==> src/verilog/lsu_bridge_pkg.sv <==
package lsu_bridge_pkg;

    typedef logic [31:0] addr_t;  // bus address
    typedef logic [31:0] word_t;  // bus data word
    typedef logic [3:0]  strb_t;  // one bit per byte lane
    typedef logic [7:0]  byte_t;  // serial payload

    // address map
    localparam addr_t RAM_BASE       = 32'h8000_0000;  // data ram window start
    localparam addr_t UART_DATA_ADDR = 32'hBFD0_03F8;  // rx pop on read, tx start on write
    localparam addr_t UART_STAT_ADDR = 32'hBFD0_03FC;  // read only

    // status word bit positions
    localparam int STAT_TX_IDLE  = 0;  // transmitter free
    localparam int STAT_RX_AVAIL = 1;  // fifo not empty

    // target picked by the address decoder
    typedef enum logic [1:0] {
        ACC_RAM,
        ACC_UART_DATA,
        ACC_UART_STAT,
        ACC_BAD
    } access_e;

    typedef enum logic [1:0] {
        BR_IDLE,      // waiting for setup
        BR_ACCESS,    // first access cycle
        BR_RAM_WAIT,  // registered ram read in flight
        BR_TX_WAIT    // data write stalled on busy tx
    } bridge_state_e;

    // both serial engines walk the same frame
    typedef enum logic [1:0] {
        SER_IDLE,
        SER_START,
        SER_DATA,
        SER_STOP
    } serial_state_e;

endpackage

==> src/verilog/bus_ifs.sv <==
`timescale 1ns/100ps

// word port between the bridge and the data ram
interface ram_port_if import lsu_bridge_pkg::*; #(
    parameter int AW = 8  // word index width
) ();
    logic          we;
    strb_t         be;
    logic [AW-1:0] addr;   // word index, not byte address
    word_t         wdata;
    word_t         rdata;  // word addressed one cycle earlier

    modport bridge (output we, be, addr, wdata, input rdata);
    modport mem    (input we, be, addr, wdata, output rdata);
endinterface

// uart side of the bridge, shared by tx and the rx fifo
interface uart_regs_if import lsu_bridge_pkg::*; ();
    logic  tx_start;  // single cycle, only when tx idle
    byte_t tx_data;
    logic  tx_busy;
    logic  rx_avail;
    byte_t rx_data;   // fifo head
    logic  rx_pop;    // single cycle, only when rx_avail

    modport bridge (
        output tx_start, tx_data, rx_pop,
        input  tx_busy, rx_avail, rx_data
    );
    modport tx   (input tx_start, tx_data, output tx_busy);
    modport fifo (input rx_pop, output rx_avail, rx_data);
endinterface

==> src/verilog/apb_bridge.sv <==
`timescale 1ns/100ps

module apb_bridge import lsu_bridge_pkg::*; #(
    parameter int RAM_WORDS = 256
) (
    input  logic  clk_i,
    input  logic  rst_i,
    input  logic  psel_i,
    input  logic  penable_i,
    input  logic  pwrite_i,
    input  addr_t paddr_i,
    input  word_t pwdata_i,
    input  strb_t pstrb_i,
    output word_t prdata_o,
    output logic  pready_o,
    output logic  pslverr_o,
    ram_port_if.bridge  ram,
    uart_regs_if.bridge uart
);
    localparam int    AW      = $clog2(RAM_WORDS);
    localparam addr_t RAM_END = RAM_BASE + addr_t'(4 * RAM_WORDS);  // exclusive

    bridge_state_e state_q;
    bridge_state_e state_d;
    access_e       acc_q;  // decoded in setup
    logic          setup;
    logic          access;
    word_t         stat_word;

    function automatic access_e decode(addr_t a);
        access_e acc;
        if (a >= RAM_BASE && a < RAM_END) begin
            acc = ACC_RAM;
        end else if (a == UART_DATA_ADDR) begin
            acc = ACC_UART_DATA;
        end else if (a == UART_STAT_ADDR) begin
            acc = ACC_UART_STAT;
        end else begin
            acc = ACC_BAD;  // hole in the map
        end
        return acc;
    endfunction

    assign setup  = psel_i & ~penable_i;
    assign access = psel_i & penable_i;

    always_comb begin
        stat_word                = '0;
        stat_word[STAT_TX_IDLE]  = ~uart.tx_busy;
        stat_word[STAT_RX_AVAIL] = uart.rx_avail;
    end

    // ram sees the request straight off the bus
    assign ram.addr     = paddr_i[AW+1:2];
    assign ram.be       = pstrb_i;
    assign ram.wdata    = pwdata_i;
    assign uart.tx_data = pwdata_i[7:0];

    always_ff @(posedge clk_i) begin
        if (rst_i) begin
            state_q <= BR_IDLE;
            acc_q   <= ACC_BAD;
        end else begin
            state_q <= state_d;
            if (setup) begin
                acc_q <= decode(paddr_i);
            end
        end
    end

    always_comb begin
        state_d       = state_q;
        pready_o      = 1'b0;
        pslverr_o     = 1'b0;
        prdata_o      = '0;  // zero unless a read completes cleanly
        ram.we        = 1'b0;
        uart.tx_start = 1'b0;
        uart.rx_pop   = 1'b0;
        case (state_q)
            BR_IDLE: begin
                if (setup) begin
                    state_d = BR_ACCESS;
                end
            end
            BR_ACCESS: begin
                if (access) begin
                    state_d = BR_IDLE;
                    case (acc_q)
                        ACC_RAM: begin
                            if (pwrite_i) begin
                                ram.we   = 1'b1;  // done in one cycle
                                pready_o = 1'b1;
                            end else begin
                                state_d = BR_RAM_WAIT;  // one wait state
                            end
                        end
                        ACC_UART_DATA: begin
                            if (pwrite_i && uart.tx_busy) begin
                                state_d = BR_TX_WAIT;  // back-pressure
                            end else if (pwrite_i) begin
                                uart.tx_start = 1'b1;
                                pready_o      = 1'b1;
                            end else if (uart.rx_avail) begin
                                uart.rx_pop = 1'b1;
                                prdata_o    = {24'h0, uart.rx_data};
                                pready_o    = 1'b1;
                            end else begin
                                pready_o  = 1'b1;  // empty fifo
                                pslverr_o = 1'b1;
                            end
                        end
                        ACC_UART_STAT: begin
                            pready_o  = 1'b1;
                            pslverr_o = pwrite_i;  // read only register
                            if (!pwrite_i) begin
                                prdata_o = stat_word;
                            end
                        end
                        default: begin
                            pready_o  = 1'b1;
                            pslverr_o = 1'b1;
                        end
                    endcase
                end
            end
            BR_RAM_WAIT: begin
                pready_o = access;
                prdata_o = ram.rdata;
                state_d  = BR_IDLE;
            end
            BR_TX_WAIT: begin
                if (!uart.tx_busy) begin
                    state_d = BR_ACCESS;  // retry, now completes
                end
            end
            default: state_d = BR_IDLE;
        endcase
    end

    a_tx_start_idle: assert property (@(posedge clk_i) disable iff (rst_i)
        uart.tx_start |-> !uart.tx_busy);
    a_rx_pop_avail: assert property (@(posedge clk_i) disable iff (rst_i)
        uart.rx_pop |-> uart.rx_avail);

endmodule

==> src/flat_wrapper.sv <==
// flat-port wrapper written by rule: the top's interface ports become plain ports
module apb_bridge_flat import lsu_bridge_pkg::*;
#(
    parameter int RAM_WORDS = 256
)
  (clk_i, rst_i, psel_i, penable_i, pwrite_i, paddr_i, pwdata_i, pstrb_i, prdata_o, pready_o, pslverr_o, ram_we, ram_be, ram_addr, ram_wdata, ram_rdata, uart_tx_start, uart_tx_data, uart_rx_pop, uart_tx_busy, uart_rx_avail, uart_rx_data);
  ram_port_if ram_i ();
  uart_regs_if uart_i ();
  input  logic clk_i;
  input  logic rst_i;
  input  logic psel_i;
  input  logic penable_i;
  input  logic pwrite_i;
  input  addr_t paddr_i;
  input  word_t pwdata_i;
  input  strb_t pstrb_i;
  output word_t prdata_o;
  output logic pready_o;
  output logic pslverr_o;
  output wire logic [$bits(ram_i.we)-1:0] ram_we;
  output wire logic [$bits(ram_i.be)-1:0] ram_be;
  output wire logic [$bits(ram_i.addr)-1:0] ram_addr;
  output wire logic [$bits(ram_i.wdata)-1:0] ram_wdata;
  input wire logic [$bits(ram_i.rdata)-1:0] ram_rdata;
  output wire logic [$bits(uart_i.tx_start)-1:0] uart_tx_start;
  output wire logic [$bits(uart_i.tx_data)-1:0] uart_tx_data;
  output wire logic [$bits(uart_i.rx_pop)-1:0] uart_rx_pop;
  input wire logic [$bits(uart_i.tx_busy)-1:0] uart_tx_busy;
  input wire logic [$bits(uart_i.rx_avail)-1:0] uart_rx_avail;
  input wire logic [$bits(uart_i.rx_data)-1:0] uart_rx_data;
  assign ram_we = ram_i.we;
  assign ram_be = ram_i.be;
  assign ram_addr = ram_i.addr;
  assign ram_wdata = ram_i.wdata;
  assign ram_i.rdata = ram_rdata;
  assign uart_tx_start = uart_i.tx_start;
  assign uart_tx_data = uart_i.tx_data;
  assign uart_rx_pop = uart_i.rx_pop;
  assign uart_i.tx_busy = uart_tx_busy;
  assign uart_i.rx_avail = uart_rx_avail;
  assign uart_i.rx_data = uart_rx_data;
  apb_bridge #(.RAM_WORDS(RAM_WORDS)) u_core (.clk_i(clk_i), .rst_i(rst_i), .psel_i(psel_i), .penable_i(penable_i), .pwrite_i(pwrite_i), .paddr_i(paddr_i), .pwdata_i(pwdata_i), .pstrb_i(pstrb_i), .prdata_o(prdata_o), .pready_o(pready_o), .pslverr_o(pslverr_o), .ram(ram_i), .uart(uart_i));
endmodule
==> config.mk <==
export PLATFORM = sky130hd
export DESIGN_NAME = apb_bridge_flat
export DESIGN_NICKNAME = d
export VERILOG_FILES = /design/src/verilog/lsu_bridge_pkg.sv /design/src/verilog/bus_ifs.sv /design/src/verilog/apb_bridge.sv /design/src/flat_wrapper.sv
export SDC_FILE = /design/constraint.sdc
export NUM_CORES = 1
export LEC_CHECK = 0
export BUFFER_PORTS_ARGS = -buffer_cell sky130_fd_sc_hd__buf_2
export CORE_AREA = 2 2 78 80
export CTS_CLUSTER_SIZE = 8
export DETAILED_ROUTE_END_ITERATION = 16
export DIE_AREA = 0 0 80 82
export GPL_ROUTABILITY_DRIVEN = 0
export PLACE_DENSITY = 0.65
export SYNTH_ARGS = -nofsm -noshare
export SYNTH_HDL_FRONTEND = slang
export SYNTH_SLANG_ARGS = --single-unit
==> constraint.sdc <==
create_clock -name clk_i -period 1.65 [get_ports clk_i]
set_input_delay 0.165 -clock clk_i [delete_from_list [all_inputs] [get_ports clk_i]]
set_output_delay 0.165 -clock clk_i [all_outputs]
set_load 0.05 [all_outputs]
==> impl.org, run 1 <==
** Synthesis
- After synthesis the netlist holds a flip-flop and latch count of 4.
- Net count of the mapped netlist :: 294
- Number of enable flip-flop cells after synthesis :: 0
- The mapped netlist covers 1230 um^2.
- Async S/R FF share, synth :: 0%
- Dominant cells by area after synthesis :: buf_4 (32%), and2_1 (12%), ha_1 (8.2%)
- Most frequently used cell type in the post-synthesis netlist :: buf_4
- The Yosys step of the flow raised 0 warnings.
- Most used standard cells in the synthesized netlist :: buf_4 (52), and2_1 (24), a21oi_1 (10)
- Count of distinct cell types in the synthesized netlist :: 32
- Sequential cells were found to cover 6.53% of the synthesized design area.
- Post-Syn Instances :: 171
- In the synthesized netlist the dominant register cell turns out to be dfxtp_1.
- The biggest area contributor in the post-synthesis netlist is buf_4.
- Avg Inst Size Synth :: 7.17 um^2
- Share of the synthesized area in the top cell type :: 31.8%

** STA
- Period utilisation layout :: 107%
- At the pin with the least slew margin, the transition time is 0.399 ns.
- Across all setup checks in the final design, the least slack found is -0.121 ns.
- Setup repair after global routing could not meet its margin everywhere.
- Setup violations remaining at the end of the flow were counted as 10.
- Max Fclk :: between 500 and 600 MHz
- Period minus WS final :: 1.77 ns
- The worst pin sits at a relative slew slack of 73.2%.
- Count of final hold-check violations :: 0
- Worst clock skew :: 0.00193 ns
- Final Max Slew Viols :: 0

** Finish
- Once layout is done, the placed cells without fillers occupy 2090 um^2.
- Post-layout net count :: about 380
- Fillers :: about 580
- Layout cells sized above 1 :: 72.1%
- Across the whole layout, storage elements account for ~90 um^2.
- Number of standard cells in the layout, taps in and fillers out :: around 330
- Area Overhead vs Synth :: 70.3%
- Summing all multi-input logic gate instances after layout gives 963 um^2.
- The repair_antennas step left the layout with diodes totalling 0.

** Min path
- The min-delay analysis places its worst path in the category input port to flop.
- WHS Path Cells :: 2

** Placed design
- Summed over all nets, the half-perimeter wirelength after detailed placement is about 3400 um.
- # placed instances :: 328
- The count of buffers added on input and output ports is ~120.
- Once placement finished, the instance area stood at 1800 um^2.

** CTS
- The clock net in this run drives a total of 4 sinks.
- TritonCTS clock tree :: yes
- The number of hold buffers added after CTS was 0.
- Max Buffers Root-to-Sink :: 2
- CTS HTree Levels :: 1
- The number of clock buffers added by TritonCTS is 3.
- In this run the clock root is driven by a clkbuf_8.
- Clock latency reported for the late side of the worst-skew pair :: roughly 0.22 ns
- Reg clk slew, reported paths :: around 0.030 ns

** Drt
- For this block, the routed nets add up to 4030 um of wire.
- Dividing the detail-routed wire length by the instance count gives 12.1 um.
- The first routing iteration left 17 violations.
- The count of nets left with antenna violations once routing finished came out at 0.
- In the routed design, unresolved DRC markers number 0.
- The routed layout has 1,431 vias.
- Via count normalized by instance count :: around 4.3
- Iteration count of the initial detailed-routing pass :: 4

** Setup path
- The worst register-to-register path has a depth of 7.
- CP Max Fanout :: 3
- Critical Path RT :: 1.48 ns
- Critical path type :: flop to output pin
- Worst setup slack for register-to-register paths :: 0.19 ns
- Element type at the critical path end :: output pin
- The worst setup path is launched from a flop.
- Crit path DAT :: 1.61 ns

** Power and ir drop
- VDD sags by at most approximately 0.00015 V.
- Power comes to 698 uW.
- The analysis attributes to cell leakage a power of 0.968 nW.
- Power per standard cell area :: 334 nW/um^2

** Run status
- The checks that failed: setup timing.
- Result of the run :: finished, violations left

** Floorplan
- Floorplan die width :: 80 um
- For this configuration, the core starts out at a cell density of 21.3%.
- Area enclosed by the die boundary :: 6560 um^2
- The die is between 80 and 90 um tall.
- Core region area :: between 5000 and 6000 um^2
- Number of rows created at floorplan :: 28
- Number of top-level pins :: about 200

** GRT
- The number of antenna violations at the first check in global routing is 1.
- The first global-routing pass estimated around 5300 um of wire.
- Entering global routing, the biggest net connects 17 pins.
- The total overflow left after global routing is 0.
- Global routing usage summed across all routing layers :: a little over a tenth
- The via count of the first global-routing pass is 1,234.

** Run
- Max-cap violations in this run came to 0.
-- final cells by class --
class | instances | area share, %
repair buffers | 140 | 41.9
well taps | 75 | 4.49
clock buffers | 3 | 1.98
inverters | 5 | 1.14
multi-input cells | 106 | 46.1
flip-flops and latches | 4 | 4.31
-- per-stage QoR --
| step | setup slack (ns) | setup TNS [ns] | util (%) | hold slack [ns] |
|---|---|---|---|---|
| 2_1_floorplan | -0.222 | -0.627 | - | 0.230 |
| 3_3_place_gp | -0.0703 | -0.0993 | 31.4 | 0.330 |
| 3_5_place_dp | -0.0779 | -0.234 | 31.4 | 0.330 |
| 4_1_cts | -0.140 | -0.914 | 34.9 | 0.160 |
| 5_1_grt | -0.212 | -1.79 | 36.3 | 0.170 |
| 6_report | -0.121 | -0.923 | 36.3 | 0.157 |
-- worst max-delay path, stage by stage (launching register included) --
cell and delay (ns):
dfxtp_2 0.34, inv_4 0.05, ha_4 0.17, buf_4 0.13, buf_4 0.14, nand3_2 0.09
o221ai_2 0.10, a21oi_2 0.19, buf_6 0.18
-- state kept, by name, summed over array words and instances, names as in the netlist --
name	cells
u_core.state_q	2
u_core.acc_q	2
-- worst paths after layout --
check                                  from                             end
min reg2reg  u_core.state_q[0]$_SDFFE_PP0P_  u_core.state_q[0]$_SDFFE_PP0P_
min                                   rst_i  u_core.state_q[1]$_SDFFE_PP0P_
max            u_core.acc_q[1]$_SDFFE_PP1P_                        pready_o
max reg2reg  u_core.state_q[1]$_SDFFE_PP0P_  u_core.state_q[0]$_SDFFE_PP0P_
-- power by group --
part / switching (mW) / leakage (nW) / internal (mW)
clock network: 0.0496 / 0.0216 / 0.155
registers: 0.0120 / 0.0336 / 0.107
logic: 0.186 / 0.913 / 0.189
-- cell families (layout without fill, tap and decap cells) --
kind of cell | after synthesis | in the layout | share of synthesized area, %
simple gates | 72 | 72 | 37.1
compound gates | 26 | 26 | 13.5
buf+inv | 61 | 148 | 34.7
flops | 4 | 4 | 6.53
fa+ha+maj | 8 | 8 | 8.16
-- routing by layer --
metal  track usage, %  wire length, um  vias up
li1                 -                -      706
met1             9.58             1360      615
met2             20.2             2120       98
met3             4.29              475       10
met4             4.24               54        2
met5                0               16        -
-- layout by cell type (no fill, tap or decap), drive strengths merged --
master and count:
nor3 6, o221ai 1, and2 24, o22ai 1
o21bai 1, a21oi 10, nand4 3, a221oi 1
o21ai 3, or4 1, or3b 1, nor4 4
a311oi 1, nand4b 1, nand2 8, nor4b 2
a21o 1, nor2b 8, buf 127, inv 5
ha 8, nand2b 3, dfxtp 4, nand3b 3
a22oi 6, a21boi 1, nand3 5, nor2 3
clkbuf 16
-- repair_timing --
action                     CTS  global route
buffers inserted             0             3
pin swaps                    5             6
setup endpoints to repair   35            25
gates resized for setup     42            26
Power figures use the tool's default switching activity.
==> run 2, diff against run 1 <==
--- a/config.mk
+++ b/config.mk
@@ -5,13 +5,14 @@
 export SDC_FILE = /design/constraint.sdc
 export NUM_CORES = 1
 export LEC_CHECK = 0
+export ABC_AREA = 1
 export BUFFER_PORTS_ARGS = -buffer_cell sky130_fd_sc_hd__buf_2
-export CORE_AREA = 2 2 78 80
+export CORE_AREA = 2 2 79 81
 export CTS_CLUSTER_SIZE = 8
 export DETAILED_ROUTE_END_ITERATION = 16
-export DIE_AREA = 0 0 80 82
+export DIE_AREA = 0 0 81 83
 export GPL_ROUTABILITY_DRIVEN = 0
-export PLACE_DENSITY = 0.65
+export PLACE_DENSITY = 0.66
 export SYNTH_ARGS = -nofsm -noshare
 export SYNTH_HDL_FRONTEND = slang
 export SYNTH_SLANG_ARGS = --single-unit
==> run 2 against run 1 <==
The run still ends with setup timing left. Clock power up 2%. Routed wire length up 6.0%. Cell area up 0.42%. Cell count up 22%. Die area up 2.5%. Hold slack worse by 0.017 ns. Via count up 16%. Largest cell class unchanged.
==> impl.org, run 2 <==
** STA
- The worst path in the final design needs a cycle of 1.75 ns, including I/O delays and setup.
- Setup total negative slack on the finished layout was measured at -0.730 ns.
- Headroom to the max-slew limit :: 82.9%
- After layout, the worst setup slack is -0.102 ns.
- The final count of pins violating max slew is 0.
- After layout, the worst path uses 106% of the clock period.
- Finish-stage setup viols :: 9
- Between clock sinks in the finished design, the worst skew comes to around 0.0023 ns.
- Setup repair after global routing could not meet its margin everywhere.
- Max Fclk :: 571 MHz
- At the pin with the least slew margin, the transition time is 0.259 ns.
- The total count of hold-check failures in the final report is 0.
- The tightest hold path in the finished design has a slack of 0.140 ns.

** Synthesis
- After synthesis the netlist holds a flip-flop and latch count of 4.
- Most used standard cells in the synthesized netlist :: nand2_1 (66), buf_4 (52), inv_1 (47)
- Number of enable flip-flop cells after synthesis :: 0
- Count of distinct cell types in the synthesized netlist :: 20
- Sequential cells were found to cover 5.99% of the synthesized design area.
- In the synthesized netlist the dominant register cell turns out to be dfxtp_1.
- Netlist area before placement :: 1340 um^2
- Most frequently used cell type in the post-synthesis netlist :: nand2_1
- After synthesis, the mean cell area works out to 5.37 um^2.
- In the post-synthesis netlist, the biggest area contributors are buf_4 (29%), nand2_1 (19%), inv_1 (13%).
- Post-Syn Instances :: 249
- Total of warnings raised by yosys :: 0
- The number of nets in the synthesized netlist is 372.
- The share of synthesized area in the top cell type comes to 29.2%.
- Async S/R FF share, synth :: 0%
- Cell type with the highest aggregate area in the netlist :: buf_4

** Finish
- The top cell types in the final layout, fill and taps aside, are buf_2 (112), nand2_1 (64), inv_1 (41).
- The repair_antennas step left the layout with diodes totalling 0.
- Once layout is complete, the utilization of the core stands at 36.1%.
- Number of standard cells in the layout, taps in and fillers out :: around 400
- The library cell used most frequently in the layout, excluding fill and tap cells, is buf_2.
- Post-layout net count :: approximately 460
- After routing the design area is 2100 um^2.
- The area growth from synthesis to layout is 56.8%.
- The largest registers in the layout are u_core.acc_q: 2 flops, u_core.state_q: 2 flops.
- Of the cells placed in the final design, the portion with a size suffix greater than 1 is 54.2%.

** Power and ir drop
- The share of total power dissipated in combinational logic is 53.3%.
- Power per standard cell area :: 331 nW/um^2
- The design draws between 600 and 700 uW.
- For this design the total switching power over the nets is 271 uW.
- Per report_power, the clock group accounts for 30.1% of the total.
- Of the total power, the share spent switching nets is 39.0%.
- VDD sags by at most 0.000228 V.
- Internal power consumption :: 424 uW
- Part of the total power dissipated in sequential elements :: 16.6%
- Leakage power :: 1.26 nW

** Drt
- Iteration count of the initial detailed-routing pass :: 4
- Summed over all layers, the routed wires come to approximately 4300 um.
- After detailed routing, the number of remaining DRC violations is 0.
- After detailed routing, the average wire length per cell comes to between 10 and 15 um.
- DRT iter0 DRCs :: 16
- The routed layout has between 1,500 and 2,000 vias.
- Using the TritonRoute via totals, the vias-per-cell ratio works out to 4.09.
- Routed Antenna Nets :: 0

** Setup path
- Crit path DAT :: between 1.5 and 2 ns
- Critical path type :: flop to output pin
- On the critical path, the stage with the largest delay is an instance of dfxtp_2.
- Critical path startpoint category :: flop
- The cell family contributing the most delay on the critical path is simple AND/OR/NAND/NOR gates.
- Critical Path RT :: 1.48 ns
- Worst-path cell chain :: inv_4 > ha_4 > inv_4 > nor2_4 > nand2_2 > nor2_4 > nand3_2 > a21oi_4 > buf_6
- Buffers plus inverters on the worst setup path :: 3
- On the worst path, the slowest cell contributes a delay of 0.32 ns.
- The worst setup path is captured at an output pin.
- CP Max Fanout :: 7

** CTS
- Buffers inserted during clock tree synthesis total 3.
- The tree is rooted in a clkbuf_8.
- CTS built an H-tree with a depth of 1.
- For the worst-skew pair, the clock arrives at the later sink with an insertion delay of 0.22 ns.
- The clock passes through at most 2 buffers.
- Reg clk slew, reported paths :: roughly 0.03 ns
- TritonCTS clock tree :: yes
- Counting every sink on the clock net gives 4.

** Placed design
- Before CTS, the worst setup slack after placement is -0.0106 ns.
- The wire-length estimate of the detail-placed layout is 3610 um.
- # placed instances :: 398
- Buffers added on ports :: 123
- The placed instances occupy a cell area of 1830 um^2.

** Floorplan
- During I/O placement, the number of pins put on the boundary was 204.
- Die boundary height :: slightly above 80 um
- Row generation in the floorplan step produced 28 rows.
- Measured along the x axis, the die boundary spans 81 um.
- The floorplan step defined a core boundary enclosing between 5000 and 6000 um^2.
- Area enclosed by the die boundary :: 6720 um^2
- Initial cell density of the core :: 23.0%

** Run
- Max-cap violations in this run came to 0.

** GRT
- First-pass GRT wire length :: 6510 um
- Entering global routing, the biggest net connects 12 pins.
- Number of global-route vias before repair :: 1,562
- The total overflow left after global routing is 0.
- Global routing usage summed across all routing layers :: 12.2%
- Antenna violations before repair :: 0

** Run status
- Result of the run :: finished, violations left
- The checks that failed: setup timing.

** Min path
- The worst hold path belongs to the class input port to flop.
[run 2: cell count changes in the layout (fill, tap and decap cells not counted), moves of 5 or more]
cell / delta
buf_2: +15
buf_4: -5
inv_1: +40
nor2b_4: -8
nand2_1: +57
nand3_2: +6
a22oi_2: -6
and2_1: -24
clkbuf_4: -12
a21oi_4: +7
nand3_1: +6
nor2_1: +22
[run 2: per-layer routing]
layer  track usage, %  vias up  part of all wire (%)
met2             25.8      108                    57
met4             4.78        0                   1.5
li1                 -      855                     -
met1             9.84      694                    31
met3             3.04        8                   9.8
met5                0        -                     0
[run 2: worst paths after layout]
kind                            slack [ns]                              to                      startpoint  depth (start not counted)
worst max-delay path                 -0.10                     prdata_o[6]    u_core.acc_q[1]$_SDFFE_PP1P_                          9
worst min-delay path                  0.14  u_core.state_q[1]$_SDFFE_PP0P_                           rst_i                          2
worst max register to register        0.34  u_core.state_q[1]$_SDFFE_PP0P_    u_core.acc_q[1]$_SDFFE_PP1P_                          9
worst min register to register        0.57  u_core.state_q[0]$_SDFFE_PP0P_  u_core.state_q[0]$_SDFFE_PP0P_                          2
[run 2: area by class of cell]
type / instances / area [um^2]
Timing Repair Buffer: 136 / 795
Fill cell: 615 / 3720
Multi-Input combinational cell: 141 / 895
Clock buffer: 3 / 41.3
Sequential cell: 4 / 87.6
Inverter: 48 / 185
Tap cell: 75 / 93.8
[run 2: power groups by stage]
stage / registers (mW) / clock network (mW) / logic, mW
after global placement: 0.113 / 0 / 0.320
after CTS: 0.115 / 0.219 / 0.356
after floorplan: 0.112 / 0 / 0.462
final: 0.115 / 0.209 / 0.370
after detailed placement: 0.113 / 0 / 0.324
after global routing: 0.117 / 0.227 / 0.407
[run 2: cell families (layout without fill, tap and decap cells)]
family          after synthesis  in the layout  share of synthesized area [%]
fa+ha+maj                     8              8                           7.48
flops                         4              4                           5.99
simple gates                114            114                           34.9
compound gates               19             19                           7.58
buf+inv                     104            187                           44.1
[run 2: worst reg2reg max path: cells and delay by family (launching register included)]
| kind | cells | cell delay [ns] |
|---|---|---|
| AND/OR/NAND/NOR | 3 | 0.21 |
| buffers and inverters | 3 | 0.28 |
| AO/OA/AOI/OAI | 2 | 0.20 |
| flip-flops | 1 | 0.34 |
| adder cells (fa/ha/maj) | 1 | 0.16 |
[run 2: timing repair]
| item | 4_1_cts | 5_1_grt |
|---|---|---|
| pin swaps | 14 | 11 |
| hold buffers | 0 | 0 |
| gates resized for setup | 40 | 12 |
| endpoints found under the setup margin | 18 | 12 |
| gates cloned | 0 | 0 |
| setup buffers | 4 | 2 |
